===== config.mk =====
export PLATFORM = sky130hd
export DESIGN_NAME = stream_reduce_top
export DESIGN_NICKNAME = d
export VERILOG_FILES = /design/src/source/stream_pkg.sv /design/src/source/stream_queue.sv /design/src/source/reduce_control.sv /design/src/source/reduce_alu.sv /design/src/source/stream_reduce_top.sv
export SDC_FILE = /design/constraint.sdc
export NUM_CORES = 1
export LEC_CHECK = 0
export ABC_CLOCK_PERIOD_IN_PS = 17600
export BUFFER_PORTS_ARGS = -buffer_cell sky130_fd_sc_hd__buf_2
export CAP_MARGIN = 15
export CELL_PAD_IN_SITES_DETAIL_PLACEMENT = 0
export CELL_PAD_IN_SITES_GLOBAL_PLACEMENT = 2
export CORE_ASPECT_RATIO = 0.5
export CORE_MARGIN = 2
export CORE_UTILIZATION = 47
export CTS_CLUSTER_SIZE = 30
export DETAILED_ROUTE_END_ITERATION = 16
export HOLD_SLACK_MARGIN = 0.06
export PLACE_DENSITY = 0.86
export RECOVER_POWER = 25
export SYNTH_ARGS = -nofsm -noshare
export SYNTH_HDL_FRONTEND = slang
export SYNTH_SLANG_ARGS = --single-unit

===== constraint.sdc =====
create_clock -name clock -period 17.6 [get_ports clock]
set_input_delay 1.76 -clock clock [delete_from_list [all_inputs] [get_ports clock]]
set_output_delay 1.76 -clock clock [all_outputs]
set_load 0.005 [all_outputs]

===== src/source/stream_pkg.sv =====
//////////////////////////////////////////////////////////////////////
// stream_pkg package
// reduce_op_t operation enum, queue_state_t and seg_state_t state enums
//////////////////////////////////////////////////////////////////////

`default_nettype none

package stream_pkg;

   // reduction applied by the operator over each segment
   typedef enum logic [1:0] {
      op_pass  = 2'd0,   // forward every token unchanged
      op_sum   = 2'd1,   // segment sum modulo 2**WIDTH
      op_max   = 2'd2,   // unsigned maximum of the segment
      op_count = 2'd3    // number of tokens in the segment
   } reduce_op_t;

   // queue controller state
   typedef enum logic {
      q_empty    = 1'b0,   // o_v low, o_d holds last emitted value
      q_nonempty = 1'b1    // o_v high, addr+1 items stored
   } queue_state_t;

   // segment tracking in the operator control
   typedef enum logic {
      seg_idle = 1'b0,   // no segment open, next token loads accumulator
      seg_open = 1'b1    // at least one token of the segment absorbed
   } seg_state_t;

endpackage

`default_nettype wire


===== src/source/stream_queue.sv =====
//////////////////////////////////////////////////////////////////////
// stream_queue module
// shifting in-page queue with registered full and almost-empty flags
//////////////////////////////////////////////////////////////////////

`default_nettype none

module stream_queue import stream_pkg::*; #(
   parameter int WIDTH = 17,   // token width, eos in the top bit
   parameter int DEPTH = 8     // greatest number of items, 2 to 256
) (
   input  logic             clock,
   input  logic             reset,
   // producer side
   input  logic [WIDTH-1:0] i_d,
   input  logic             i_v,
   output logic             o_b,
   // consumer side
   output logic [WIDTH-1:0] o_d,
   output logic             o_v,
   input  logic             i_b
);

   localparam int ADDR_WIDTH = $clog2(DEPTH);   // read address of the oldest item

   queue_state_t          state;
   queue_state_t          state_nxt;
   logic [ADDR_WIDTH-1:0] addr;        // index of the oldest stored item
   logic [ADDR_WIDTH-1:0] addr_nxt;
   logic                  addr_full;   // addr == DEPTH-1 this cycle
   logic                  full_nxt;
   logic                  addr_zero;   // addr == 0 this cycle
   logic                  zero_nxt;
   logic                  shift_en;    // push i_d into the array
   logic [WIDTH-1:0]      srl [DEPTH];

   assign o_d = srl[addr];                  // oldest item, or last one when empty
   assign o_v = (state == q_nonempty);      // straight from the state register
   assign o_b = addr_full;                  // registered full flag

   // control flops
   always_ff @(posedge clock or negedge reset) begin
      if (!reset) begin
         state     <= q_empty;
         addr      <= '0;
         addr_full <= 1'b0;
         addr_zero <= 1'b1;
      end else begin
         state     <= state_nxt;
         addr      <= addr_nxt;
         addr_full <= full_nxt;
         addr_zero <= zero_nxt;
      end
   end

   // storage shifts toward higher index on every push
   always_ff @(posedge clock) begin
      if (shift_en) begin
         for (int i = DEPTH - 1; i > 0; i--) begin
            srl[i] <= srl[i-1];
         end
         srl[0] <= i_d;
      end
   end

   // next state, with both flags precomputed for the following cycle
   always_comb begin
      shift_en  = 1'b0;        // idle unless a case below says otherwise
      addr_nxt  = addr;
      full_nxt  = addr_full;
      zero_nxt  = addr_zero;
      state_nxt = state;
      case (state)
         q_empty: begin
            addr_nxt = '0;
            full_nxt = 1'b0;
            zero_nxt = 1'b1;
            if (i_v) begin                     // first item lands at srl[0]
               shift_en  = 1'b1;
               state_nxt = q_nonempty;
            end
         end
         q_nonempty: begin
            if (addr_full) begin               // full, input blocked by o_b
               if (!i_b) begin                 // produce only
                  addr_nxt = addr - 1'b1;
                  full_nxt = 1'b0;
                  zero_nxt = (addr == ADDR_WIDTH'(1));
               end
            end else if (i_v && i_b) begin     // consume only
               shift_en = 1'b1;
               addr_nxt = addr + 1'b1;
               full_nxt = (addr == ADDR_WIDTH'(DEPTH - 2));
               zero_nxt = 1'b0;
            end else if (i_v && !i_b) begin    // consume and produce, count unchanged
               shift_en = 1'b1;
            end else if (!i_v && !i_b) begin   // produce only
               if (addr_zero) begin
                  state_nxt = q_empty;         // last item leaves
               end else begin
                  addr_nxt = addr - 1'b1;
               end
               full_nxt = 1'b0;
               zero_nxt = addr_zero || (addr == ADDR_WIDTH'(1));
            end
         end
         default: begin
            state_nxt = q_empty;
         end
      endcase
   end

endmodule

`default_nettype wire


===== src/source/reduce_control.sv =====
//////////////////////////////////////////////////////////////////////
// reduce_control module
// firing rule and segment state machine for the reducing operator
//////////////////////////////////////////////////////////////////////

`default_nettype none

module reduce_control import stream_pkg::*; (
   input  logic       clock,
   input  logic       reset,
   input  reduce_op_t i_op,                 // change only while seg_idle
   // in-queue side
   input  logic       i_in_valid,
   input  logic       i_in_eos,
   output logic       o_in_backpressure,
   // out-queue side
   input  logic       i_out_backpressure,   // out-queue full flag
   output logic       o_out_valid,
   output logic       o_out_eos,
   // accumulator steering
   output logic       o_acc_load,
   output logic       o_acc_update
);

   seg_state_t state;
   seg_state_t state_nxt;
   logic       produces;   // current token writes a result
   logic       fire;       // current token is consumed this edge

   // pass emits every token, reductions emit only at segment end
   assign produces = (i_op == op_pass) || i_in_eos;

   // a token that emits needs room downstream, others never wait
   assign fire = i_in_valid && (!produces || !i_out_backpressure);

   assign o_in_backpressure = !fire;            // in-queue pops exactly on fire
   assign o_out_valid       = fire && produces; // write in the same edge

   // reduced results always close their segment
   assign o_out_eos = (i_op == op_pass) ? i_in_eos : 1'b1;

   // first token of a segment replaces the accumulator
   assign o_acc_load   = fire && (state == seg_idle);
   assign o_acc_update = fire && (state == seg_open);

   // segment tracking
   always_comb begin
      state_nxt = state;
      case (state)
         seg_idle: begin
            if (fire && !i_in_eos) begin
               state_nxt = seg_open;       // segment longer than one token
            end
         end
         seg_open: begin
            if (fire && i_in_eos) begin
               state_nxt = seg_idle;       // eos token closes it
            end
         end
         default: begin
            state_nxt = seg_idle;
         end
      endcase
   end

   always_ff @(posedge clock or negedge reset) begin
      if (!reset) begin
         state <= seg_idle;
      end else begin
         state <= state_nxt;
      end
   end

endmodule

`default_nettype wire


===== src/source/reduce_alu.sv =====
//////////////////////////////////////////////////////////////////////
// reduce_alu module
// accumulator and combine logic for pass, sum, max and count
//////////////////////////////////////////////////////////////////////

`default_nettype none

module reduce_alu import stream_pkg::*; #(
   parameter int WIDTH = 16   // value width without eos
) (
   input  logic             clock,
   input  logic             reset,
   input  reduce_op_t       i_op,
   input  logic [WIDTH-1:0] i_value,    // value of the token being fired
   input  logic             i_load,     // first token of a segment
   input  logic             i_update,   // later token of a segment
   output logic [WIDTH-1:0] o_result    // combined value, to the out-queue
);

   logic [WIDTH-1:0] acc;   // running reduction of the open segment

   // combine current token with the accumulator
   always_comb begin
      case (i_op)
         op_pass: begin
            o_result = i_value;
         end
         op_sum: begin
            o_result = i_load ? i_value : acc + i_value;   // wraps mod 2**WIDTH
         end
         op_max: begin
            o_result = (i_load || (i_value > acc)) ? i_value : acc;   // unsigned
         end
         op_count: begin
            o_result = i_load ? WIDTH'(1) : acc + 1'b1;
         end
         default: begin
            o_result = i_value;
         end
      endcase
   end

   // result feeds back on every absorbed token
   always_ff @(posedge clock or negedge reset) begin
      if (!reset) begin
         acc <= '0;
      end else if (i_load || i_update) begin
         acc <= o_result;
      end
   end

endmodule

`default_nettype wire


===== src/source/stream_reduce_top.sv =====
//////////////////////////////////////////////////////////////////////
// stream_reduce_top module
// input queue, reduce control, alu and output queue
//////////////////////////////////////////////////////////////////////

`default_nettype none

module stream_reduce_top import stream_pkg::*; #(
   parameter int WIDTH = 16,   // value width, tokens carry one more bit for eos
   parameter int DEPTH = 8     // depth of each queue
) (
   input  logic           clock,
   input  logic           reset,
   input  reduce_op_t     i_op,
   // upstream
   input  logic [WIDTH:0] i_data,   // {eos, value}
   input  logic           i_valid,
   output logic           o_backpressure,
   // downstream
   output logic [WIDTH:0] o_data,   // {eos, value}
   output logic           o_valid,
   input  logic           i_backpressure
);

   logic [WIDTH:0]   in_data;            // head of the input queue
   logic             in_valid;
   logic             in_backpressure;    // low exactly when control fires
   logic             acc_load;
   logic             acc_update;
   logic [WIDTH-1:0] alu_result;
   logic             out_eos;
   logic             out_valid;
   logic             out_backpressure;   // out-queue full flag

   stream_queue #(
      .WIDTH (WIDTH + 1),
      .DEPTH (DEPTH)
   ) u_in_queue (
      .clock (clock),
      .reset (reset),
      .i_d   (i_data),
      .i_v   (i_valid),
      .o_b   (o_backpressure),
      .o_d   (in_data),
      .o_v   (in_valid),
      .i_b   (in_backpressure)
   );

   reduce_control u_control (
      .clock              (clock),
      .reset              (reset),
      .i_op               (i_op),
      .i_in_valid         (in_valid),
      .i_in_eos           (in_data[WIDTH]),
      .o_in_backpressure  (in_backpressure),
      .i_out_backpressure (out_backpressure),
      .o_out_valid        (out_valid),
      .o_out_eos          (out_eos),
      .o_acc_load         (acc_load),
      .o_acc_update       (acc_update)
   );

   reduce_alu #(
      .WIDTH (WIDTH)
   ) u_alu (
      .clock    (clock),
      .reset    (reset),
      .i_op     (i_op),
      .i_value  (in_data[WIDTH-1:0]),
      .i_load   (acc_load),
      .i_update (acc_update),
      .o_result (alu_result)
   );

   stream_queue #(
      .WIDTH (WIDTH + 1),
      .DEPTH (DEPTH)
   ) u_out_queue (
      .clock (clock),
      .reset (reset),
      .i_d   ({out_eos, alu_result}),   // eos goes back on top
      .i_v   (out_valid),
      .o_b   (out_backpressure),
      .o_d   (o_data),
      .o_v   (o_valid),
      .i_b   (i_backpressure)
   );

endmodule

`default_nettype wire


# After elaboration in Yosys (flattened, before gate mapping)
# Memories as Yosys holds them, arrays and structs flattened.
# Index checks and enable logic that the tools add are counted.
# op_classes
n_bitwise	3
n_eq_ne	15
n_reduce_logical	30
muxes	68
addsub	6
order_cmp	1
# op_table
operator	count
case mux 16 bit (4 select lines)	1
2-to-1 mux 16 bit	3
2-to-1 mux 1 bit	41
2-to-1 mux 3 bit	12
inequality test 4 bit (second input constant)	6
case mux 1 bit (2 select lines)	9
adder 16 x 1 -> 16 bit (second input constant)	1
adder 16 bit	1
greater-than comparator 16 bit	1
logical AND 1 bit	12
case mux 3 bit (2 select lines)	2
AND reduction 4 bit	2
logical NOT 1 bit	7
adder 3 x 1 -> 3 bit (second input constant)	2
equality test 3 x 1 -> 1 bit (second input constant)	2
equality test 3 bit (second input constant)	2
logical OR 1 bit	6
AND reduction 3 bit	2
subtractor 3 x 1 -> 3 bit (second input constant)	2
equality test 2 bit (second input constant)	2
inequality test 3 x 2 -> 1 bit (second input constant)	1
inequality test 3 bit (second input constant)	1
NOT 1 bit	3
equality test 2 x 1 -> 1 bit (second input constant)	1
logical NOT 2 bit	1
# totals
input_bits	23
mem_count	2
ram_bits	272
out_inout_bits	19
wordCells	135
reg_bits	29
# memory_table
memory	words	width	read_ports	rd_ports_with_merged_regs	wr	line	rtl
u_in_queue.srl	8	17	8	0	8	stream_queue.sv:35	logic [WIDTH-1:0] srl [DEPTH];
u_out_queue.srl	8	17	8	0	8	stream_queue.sv:35	

# Depth between registers and ports, before layout
# Gate-level depths: netlist of the first run.
# depth
word_depth	13
mapped_depth	16

# Hierarchy
# Synthesis of the first run repeated with hierarchy kept, for this count alone.
# hier_totals
cells_unflattened	987
area_unflattened_um2	14715.4
# by_module_without_submodules
mod	area_each_um2	instances	cells_per_inst	seq_area_each_um2
stream_queue at u_in_queue	5739.3	1	251	4235.3
stream_queue at u_out_queue	5654.2	1	286	4235.3
reduce_alu	3211.8	1	435	400.4
reduce_control	110.1	1	15	25.0

# Worst setup path after synthesis of the first run
# OpenSTA, ideal clock, no wires.
# synth_path
path_type	input to register
from	input port i_op[0]
to	memory u_out_queue.srl[0][0] (enable)
setup_slack_ns	4.839
stages	6
setup_ns	0.820
t_arrival_ns	11.942
cell_sequence	nor2_1 > o21ai_4 > nand2_1 > inv_1 > o21ai_0 > o21ai_0
# synth_rtl
item	line	rtl
from (decl)	stream_reduce_top.sv:14	input reduce_op_t i_op,
to (decl)	stream_queue.sv:35	

==> results of run 1 <==
[metrics by stage]
stage	util [%]	hold slack (ns)	power (mW)
floorplan	-	0.421	2.36
global placement	50.0	0.422	2.65
detailed placement	50.0	0.429	2.68
CTS	53.3	0.446	3.31
global route	53.3	0.447	3.51
finish	53.3	0.443	3.30
[layout by cell type (no fill, tap or decap), drive strengths merged, types with 17 or more instances in the layout]
cell / synthesis / routed
a21oi: 34 / 34
nand2: 56 / 56
ha: 47 / 47
edfxtp: 272 / 272
o21ai: 39 / 39
nand3: 27 / 27
buf: 16 / 50
inv: 46 / 46
dfrtp: 27 / 27
mux4: 68 / 68
nor2: 35 / 35
mux2: 28 / 28
clkbuf: 19 / 28
xnor2: 17 / 17
[cell type report]
type,instances,area (sq um),share of cell area [%]
Timing Repair Buffer,50,273,1.77
Inverter,47,176,1.14
Sequential cell,301,8900,57.6
Multi-Input combinational cell,504,4680,30.3
Tap cell,391,489,3.17
Clock inverter,20,255,1.65
Clock buffer,28,679,4.40
[state kept, by name, indices dropped and copies added (netlist names), named ones only]
signal                 cells
u_out_queue.addr_zero      1
u_in_queue.srl           136
u_out_queue.o_v            1
u_in_queue.addr            3
u_in_queue.o_b             1
u_in_queue.o_v             1
u_out_queue.addr           3
u_in_queue.addr_zero       1
u_out_queue.o_b            1
u_out_queue.srl          136
u_alu.acc                 16
[metal layers]
| layer | share of wire, % | wire (microns) | track usage, % |
|---|---|---|---|
| met4 | 1.8 | 501 | 3.58 |
| met2 | 44 | 12400 | 26.9 |
| met1 | 49 | 13800 | 29.0 |
| met3 | 5.3 | 1480 | 3.31 |
| met5 | 0 | 0 | 0 |
[logic make-up (layout without fill, tap and decap cells)]
family	count (synthesis)	count (layout)	share of synthesized area [%]
AOI/OAI and AO/OA	156	156	7.70
muxes	111	111	14.4
buffers and inverters	82	145	2.42
xor gates and xnor gates	18	18	1.14
and+or+nand+nor	171	171	5.90
adders and majority gates	48	48	4.38
DFF	301	301	64.1
[power by group through the flow]
stage               Combinational [mW]  Sequential [mW]  Clock (mW)
global route                      1.50             1.35       0.668
finish                            1.36             1.31       0.623
CTS                               1.36             1.31       0.639
floorplan                         1.03             1.34           0
detailed placement                1.36             1.32           0
global placement                  1.34             1.30           0
[worst register-to-register path: stages, from the launching register on]
cell,delay (ns)
dfrtp_2,0.34
buf_4,0.53
mux4_2,0.62
mux2_4,0.33
o21ai_4,0.20
nand2_1,0.37
inv_1,0.76
o21ai_0,0.46
inv_1,0.21
ha_1,0.22
nor2_1,0.08
nor2_1,0.09
nand2_1,0.10
o21ai_4,0.08
buf_4,0.77
buf_4,0.70
[worst paths after layout]
path                                               end  slack, ns            startpoint  cells after the start
worst max register to register  u_out_queue.srl[2][13]      11.32    u_in_queue.addr[0]                     15
max in group asynchronous          u_out_queue.addr[0]      15.79                 reset                      1
min in group asynchronous           u_in_queue.addr[2]       1.29                 reset                      1
worst min register to register    u_in_queue.srl[1][0]       0.44  u_in_queue.srl[0][0]                      0
worst min-delay path              u_in_queue.srl[1][0]       0.44  u_in_queue.srl[0][0]                      0
worst max-delay path            u_out_queue.srl[2][13]      11.30               i_op[0]                     14
==> results by group, run 1 <==
Run status
  – Outcome: finished clean

CTS
  – Clock buffer depth: 3
  – Reg clk slew, reported paths: 0.07 ns
  – CTS hold repair buffers: 0
  – CTS H-tree depth: 1
  – CTS buffer count: 27
  – Worst-Skew Late Latency: 0.54 ns
  – Root buffer cell: clkbuf_16
  – Post-CTS Setup Repair Bufs: 0
  – CTS tree: built
  – PostCTS Resize Cnt: 0
  – Clk sinks: 301

Die
  – Placement Rows: 44
  – IO Count: 42
  – Die area: 31,000 sq um
  – Placeable core area: 29,000 sq um
  – Initial Util: 47.9%
  – DIE WIDTH: 247 microns
  – Die Y: 126 microns

Synthesis
  – Top cells by count, synth: 272 x edfxtp_1, 68 x mux4_2, 56 x nand2_1
  – Avg Synthesized Cell Area: 15.7 sq um
  – Synthesized area: 13,900 sq um
  – Count leader, synth: edfxtp_1
  – Netlist cell types: 67
  – Fraction of registers with async set/reset: 9.63%
  – Synth Instances: 887
  – Seq/Total Area, Yosys: 64.1%
  – Synth area leader: edfxtp_1
  – Synth top area cells: edfxtp_1 59%, mux4_2 11%, dfrtp_1 4.9%
  – Main flop type after synthesis: edfxtp_1
  – Top-area cell type share of the netlist area: 58.8%
  – Warnings, synthesis: 0
  – Post-synth EDFFs: 272
  – Yosys reg bits: 301
  – Post-Syn Nets: 958

Timing
  – Min cycle time layout: 6.30 ns
  – Max Freq: 159 MHz
  – Worst slew pin tran: 1.00 ns
  – Max_slew headroom: 33.1%
  – Tcrit/Tclk final: 35.8%
  – Setup TNS: 0 ns
  – Fin. max-slew vios: 0
  – Setup ws final: 11.30 ns
  – Fin. Hold Viols: 0
  – # setup viols final: 0
  – RSZ-0062 raised after global routing: no
  – Setup Skew: 0.0144 ns

Critical path
  – Family with the most delay on the worst path: buffers and inverters
  – Critical path arrival: 6.46 ns
  – CP Cell Sequence: buf_2 > nor2_1 > o21ai_4 > nand2_1 > inv_1 > o21ai_0 > inv_1 > ha_1 > nor2_1 > nor2_1 > nand2_1 > o21ai_4 > buf_4 > buf_4
  – Worst path most repeated cell: nor2_1
  – CP required: 17.76 ns
  – CP max FO: 83
  – Crit. End Element: flip-flop
  – Crit path max-delay cell type: buf_4
  – Crit Path Class: in2reg
  – Worst Setup Start Kind: input pin
  – Crit path buffers/inverters: 5
  – Critical Path Max Stage Delay: 0.77 ns

Detailed routing
  – Antenna Violating Nets Remaining: 0
  – Initial DRC count: 753
  – Drc violations: 0
  – DRT Pass-1 Iters: 5
  – Routed WL: 28,100 microns
  – Routed wire per std cell: 21.0 microns
  – Vias/cell: 5.91
  – DR vias: 7,924

Pwr
  – Clk pwr share: 18.9%
  – Design internal power: 2.08 mW
  – Pwr dens: 213 nW/um^2
  – Cell leakage power: 5.53 nW
  – Maximum vdd ir drop: 107 uV
  – Net Sw Frac: 36.9%
  – Net Sw Power: 1.22 mW
  – Seq pwr share: 39.8%
  – Logic pwr share: 41.3%

Final layout
  – # fillers: 2,330
  – Final Net Count: 1,002
  – Design area: 15,400 sq um
  – Share of layout cells above drive strength 1: 21.4%
  – Non-Filler Instances: 1,341
  – N_diodes: 0
  – Area Overhead vs Synth: 11.2%

Hold path
  – Min-Delay Path Class: reg2reg

Global routing
  – Grt ovf: 0
  – Largest net degree at the start of global routing: 84
  – Total track usage: 18.4%
  – First-pass GRT wire length: 44,900 microns
  – Initial antenna violation count: 0
  – Vias in the first global route: 7,884

Place
  – Placement Cell Area: 14,500 sq um
  – IO Port Bufs: 41
  – RD Place Congestion: 0.874
  – Hpwl dp: 18,700 microns
  – Place WS: 10.69 ns
  – Cells after DPL: 1,293

Job
  – Max Cap Viol: 0
Power figures use the tool's default switching activity.
==> run 2, diff against run 1 <==
ABC_CLOCK_PERIOD_IN_PS = 6200   (was 17600)
clock period = 6.2 ns   (was 17.6 ns; I/O delays follow)
==> run 2 against run 1 <==
Net effect: wire length rose by 1.4%; clock-buffer cell count rose by 4; the run now ends with capacitance limit, slew limit left; largest power group unchanged; non-clock buffer count rose by 4; via count fell by 0.62%; sequential share of layout area rose by 0.21 points; utilization fell by 0.19 points; clock skew rose by 0.00088 ns; register-to-register slack got worse by 9.8 ns; global-route usage rose by 0.66 points; worst hold slack got worse by 0.18 ns.
==> results by group, run 2 (synthesized netlist as in run 1, its figures left out) <==
Run status
  – Outcome: finished with violations
  – Failing checks: capacitance limit, slew limit

Job
  – Max Cap Viol: 1

CTS
  – Reg clk slew, reported paths: 0.07 ns
  – Clk sinks: 301
  – CTS buffer count: 26
  – Clock buffer depth: 3
  – PostCTS Resize Cnt: 0
  – Post-CTS Setup Repair Bufs: 0
  – CTS H-tree depth: 1
  – CTS tree: built
  – Worst-Skew Late Latency: 0.54 ns
  – Root buffer cell: clkbuf_16
  – CTS hold repair buffers: 0

Detailed routing
  – Initial DRC count: 827
  – DRT Pass-1 Iters: 5
  – DR vias: 7,875
  – Drc violations: 0
  – Routed WL: 28,500 microns
  – Vias/cell: 5.86
  – Antenna Violating Nets Remaining: 0
  – Routed wire per std cell: 21.2 microns

Critical path
  – CP required: 6.47 ns
  – Crit Path Class: reg2reg
  – Crit path buffers/inverters: 1
  – Critical Path Max Stage Delay: 0.83 ns
  – Crit path max-delay cell type: dfrtp_1
  – Worst Setup Start Kind: flip-flop
  – CP Cell Sequence: mux4_2 > mux2i_1 > inv_1 > ha_1 > fa_1 > nor2b_1 > o21ai_0 > a211oi_1 > o41ai_1 > xnor2_1 > a221oi_1 > o22ai_1
  – Critical path arrival: 4.99 ns
  – Family with the most delay on the worst path: compound AO/OA/AOI/OAI gates
  – Crit. End Element: flip-flop
  – CP max FO: 18

Die
  – Die area: 31,000 sq um
  – IO Count: 42
  – Die Y: 126 microns
  – DIE WIDTH: 247 microns
  – Initial Util: 47.9%
  – Placeable core area: 29,000 sq um
  – Placement Rows: 44

Timing
  – Tcrit/Tclk final: 76.1%
  – # setup viols final: 0
  – RSZ-0062 raised after global routing: no
  – Fin. max-slew vios: 30
  – Setup TNS: 0 ns
  – Max_slew headroom: -22.0%
  – Worst slew pin tran: 1.83 ns
  – Fin. Hold Viols: 0
  – Max Freq: 212 MHz
  – Min cycle time layout: 4.72 ns
  – Setup Skew: 0.0152 ns

Place
  – Hpwl dp: 19,300 microns
  – RD Place Congestion: 0.876
  – Placement Cell Area: 14,600 sq um
  – IO Port Bufs: 41
  – Cells after DPL: 1,297

Final layout
  – Final Util: 53.1%
  – Top flop regs: u_in_queue.srl: 136 flops, u_out_queue.srl: 136 flops, u_alu.acc: 16 flops
  – Share of layout cells above drive strength 1: 21.5%
  – Non-Filler Instances: 1,345
  – Commonest non-fill, non-tap cell in the layout: edfxtp_1
  – Most frequent cells in the layout: 272 x edfxtp_1, 68 x mux4_2, 56 x nand2_1, 47 x ha_1, 46 x inv_1
  – Design area: 15,400 sq um
  – Area Overhead vs Synth: 10.8%
  – N_diodes: 0
  – Final Net Count: 1,005

Global routing
  – Total track usage: 19.1%
  – Vias in the first global route: 7,816
  – Met2 usage: 26.9%
  – Largest net degree at the start of global routing: 97
  – Met3 global-route usage: 3.35%
  – Grt ovf: 0
  – Met1 Use GR: 30.8%
  – First-pass GRT wire length: 46,100 microns
  – Layer with the highest usage: met1
  – Initial antenna violation count: 0

Pwr
  – Maximum vdd ir drop: 330 uV
  – Pwr dens: 599 nW/um^2
  – Cell leakage power: 5.52 nW

Hold path
  – Min-Delay Path Class: in2reg
## run 2: layout make-up
| class | count | area (sq um) |
|---|---|---|
| fill | 2319 | 13600 |
| inverter | 47 | 176 |
| sequential | 301 | 8900 |
| timing repair buffer | 54 | 314 |
| multi-input combinational | 504 | 4680 |
| clock inverter | 16 | 144 |
| clock buffer | 32 | 694 |
| tap | 391 | 489 |
## run 2: where the power goes
| part | internal, mW | total (mW) | switching [mW] |
|---|---|---|---|
| combinational | 1.63 | 3.88 | 2.24 |
| clock | 0.887 | 1.59 | 0.706 |
| sequential | 3.25 | 3.75 | 0.503 |
| total | 5.77 | 9.22 | 3.45 |
## run 2: stage by stage
stage | hold WS (ns) | worst slack [ns] | power (mW)
after global routing | 0.235 | 1.19 | 9.87
after global placement | 0.425 | 1.61 | 7.56
after CTS | 0.155 | 1.53 | 9.28
after floorplan | 0.324 | 0.238 | 6.52
after detailed placement | 0.428 | 1.55 | 7.65
final | 0.261 | 1.48 | 9.22
## run 2: layer usage
layer / vias up / share of wire, %
met1: 4007 / 50
met2: 232 / 42
met3: 41 / 5.8
met4: 0 / 2.0
met5: - / 0
li1: 3595 / -
## run 2: worst paths after layout
| check | from | to | slack, ns | cells past startpoint |
|---|---|---|---|---|
| worst max-delay path | u_in_queue.addr[1] | u_out_queue.srl[0][12] | 1.48 | 12 |
| worst min-delay path | i_data[15] | u_in_queue.srl[0][15] | 0.26 | 1 |
| worst max register to register | u_in_queue.addr[1] | u_out_queue.srl[0][12] | 1.48 | 12 |
| worst min register to register | u_in_queue.srl[6][12] | u_in_queue.srl[7][12] | 0.44 | 0 |
| max in group asynchronous | reset | u_in_queue.addr[0] | 4.43 | 1 |
| min in group asynchronous | reset | u_out_queue.o_b | 0.57 | 1 |
==> run 3, diff against run 2 <==
ABC_CLOCK_PERIOD_IN_PS = 4880   (was 6200)
clock period = 4.88 ns   (was 6.2 ns; I/O delays follow)
==> run 3 against run 2 <==
Net effect: the flow now finishes without violations; sequential power grew 29%; die area is the same; via count is the same; critical path depth is the same; total power grew 28%; global-route usage is essentially flat; worst setup slack lost 1.1 ns; sequential cell count is the same; critical endpoint unchanged; largest power group unchanged.
==> results by group, run 3 (synthesized netlist as in run 1, its figures left out) <==
Run status
  – Outcome: finished clean

CTS
  – Worst-Skew Late Latency: 0.54 ns
  – Clk sinks: 301
  – CTS buffer count: 26
  – Post-CTS Setup Repair Bufs: 0
  – CTS tree: built
  – Clock buffer depth: 3
  – Reg clk slew, reported paths: 0.07 ns
  – PostCTS Resize Cnt: 0
  – CTS hold repair buffers: 1
  – Root buffer cell: clkbuf_16
  – CTS H-tree depth: 1

Pwr
  – Net Sw Power: 4.42 mW
  – Cell leakage power: 5.51 nW
  – Net Sw Frac: 37.6%
  – Maximum vdd ir drop: 642 uV
  – Seq pwr share: 41.0%
  – Final Power: 11.8 mW
  – Logic pwr share: 41.7%
  – Design internal power: 7.35 mW
  – Pwr dens: 762 nW/um^2
  – Clk pwr share: 17.3%

Critical path
  – Crit Path Class: reg2reg
  – CP max FO: 15
  – Crit. End Element: flip-flop
  – CP startpoint: u_in_queue.addr[0]
  – R2r startpoint: u_in_queue.addr[0]
  – Critical path arrival: 4.89 ns
  – Crit path max-delay cell type: dfrtp_2
  – CP Cell Sequence: buf_4 > mux4_2 > mux2i_1 > inv_1 > ha_1 > nand4_1 > or3_1 > a21o_1 > and3_1 > o21ai_4 > nand2_1 > o22ai_1
  – Critical Path Max Stage Delay: 0.56 ns
  – Worst Setup Start Kind: flip-flop
  – CP required: 5.25 ns

Detailed routing
  – Antenna Violating Nets Remaining: 0
  – DRT Pass-1 Iters: 8
  – Initial DRC count: 788
  – Routed WL: 28,600 microns
  – Routed wire per std cell: 21.3 microns
  – Drc violations: 0
  – Vias/cell: 5.86
  – DR vias: 7,875

Timing
  – Fin. max-slew vios: 0
  – Fin. Hold Viols: 0
  – Max_slew headroom: 30.6%
  – Worst slew pin tran: 1.04 ns
  – Max Freq: 221 MHz
  – Setup ws final: 0.359 ns
  – Tcrit/Tclk final: 92.6%
  – RSZ-0062 raised after global routing: no
  – Setup TNS: 0 ns
  – Min cycle time layout: 4.52 ns
  – # setup viols final: 0
  – Setup Skew: 0.0166 ns

Place
  – RD Place Congestion: 0.913
  – Placement Cell Area: 14,600 sq um
  – Hpwl dp: 19,200 microns
  – IO Port Bufs: 41
  – Place WS: 0.405 ns

Die
  – Placement Rows: 44
  – Placeable core area: 29,000 sq um
  – Die area: 31,000 sq um
  – Initial Util: 47.9%
  – Die Y: 126 microns
  – DIE WIDTH: 247 microns
  – IO Count: 42

Final layout
  – Design area: 15,400 sq um
  – Share of layout cells above drive strength 1: 21.7%
  – # fillers: 2,334
  – N_diodes: 0
  – Final Net Count: 1,006
  – Area Overhead vs Synth: 11.2%
  – Top flop regs: u_in_queue.srl: 136 flops, u_out_queue.srl: 136 flops, u_alu.acc: 16 flops
  – Most frequent cells in the layout: 272 x edfxtp_1, 68 x mux4_2, 56 x nand2_1, 47 x ha_1, 46 x inv_1
  – Commonest non-fill, non-tap cell in the layout: edfxtp_1
  – Final Util: 53.2%

Global routing
  – Initial antenna violation count: 0
  – Vias in the first global route: 7,913
  – Largest net degree at the start of global routing: 137
  – Total track usage: 19.0%
  – First-pass GRT wire length: 45,800 microns
  – Grt ovf: 0

Hold path
  – Min-Delay Path Class: in2reg
  – Hold path startpoint: i_data[0]

Job
  – Max Cap Viol: 0
## run 3: changes by cell type in the layout (fill, tap and decap cells not counted), sizes merged
cell         before  now
dlygate4sd3       0    1
clkinv           12   10
clkinvlp          2    7
inv              47   46
clkbuf           33   30
## run 3: final cells by class
cell class,count,area [sq um],area share (%)
clock inverter,18,166,1.08
tap,391,489,3.17
timing repair buffer,55,349,2.26
clock buffer,29,683,4.42
multi-input combinational,504,4680,30.3
sequential,301,8900,57.6
inverter,47,176,1.14
## run 3: worst max-delay path: cells and delay by family, from the launching register on
| family | cells | cell delay (ns) |
|---|---|---|
| multiplexers | 2 | 0.91 |
| AND/OR/NAND/NOR | 4 | 1.05 |
| flip-flops | 1 | 0.56 |
| buffers and inverters | 2 | 0.53 |
| adder cells (fa/ha/maj) | 1 | 0.44 |
| AO/OA/AOI/OAI | 3 | 0.88 |
## run 3: metrics by stage
stage          hold slack, ns  instances
2_1_floorplan           0.192        887
3_3_place_gp            0.423       1297
3_5_place_dp            0.429       1297
4_1_cts                 0.104       1345
5_1_grt                0.0965       1345
6_report                0.125       1345
## run 3: path summary, 6_finish.rpt
kind,to,slack (ns),cells past startpoint
hold reg to reg,u_in_queue.srl[3][5],0.44,0
hold / removal,u_in_queue.srl[0][0],0.13,1
max in group asynchronous,u_out_queue.addr[0],3.76,2
min in group asynchronous,u_out_queue.o_b,0.57,2
setup / recovery,u_out_queue.srl[0][12],0.36,12
setup reg to reg,u_out_queue.srl[0][12],0.36,12
## run 3: routing by layer
layer,wire [microns],track usage (%),share of wire [%]
met4,446,3.86,1.6
met5,0,0,0
met1,13900,29.9,49
met2,12700,27.7,44
met3,1560,3.54,5.5
## run 3: power groups by stage
stage          sequential (mW)  clock [mW]  combinational [mW]
3_5_place_dp              4.86           0                4.90
2_1_floorplan             4.51           0                3.72
6_report                  4.82        2.04                4.90
4_1_cts                   4.83        2.10                4.92
5_1_grt                   4.95        2.20                5.42
3_3_place_gp              4.79           0                4.85
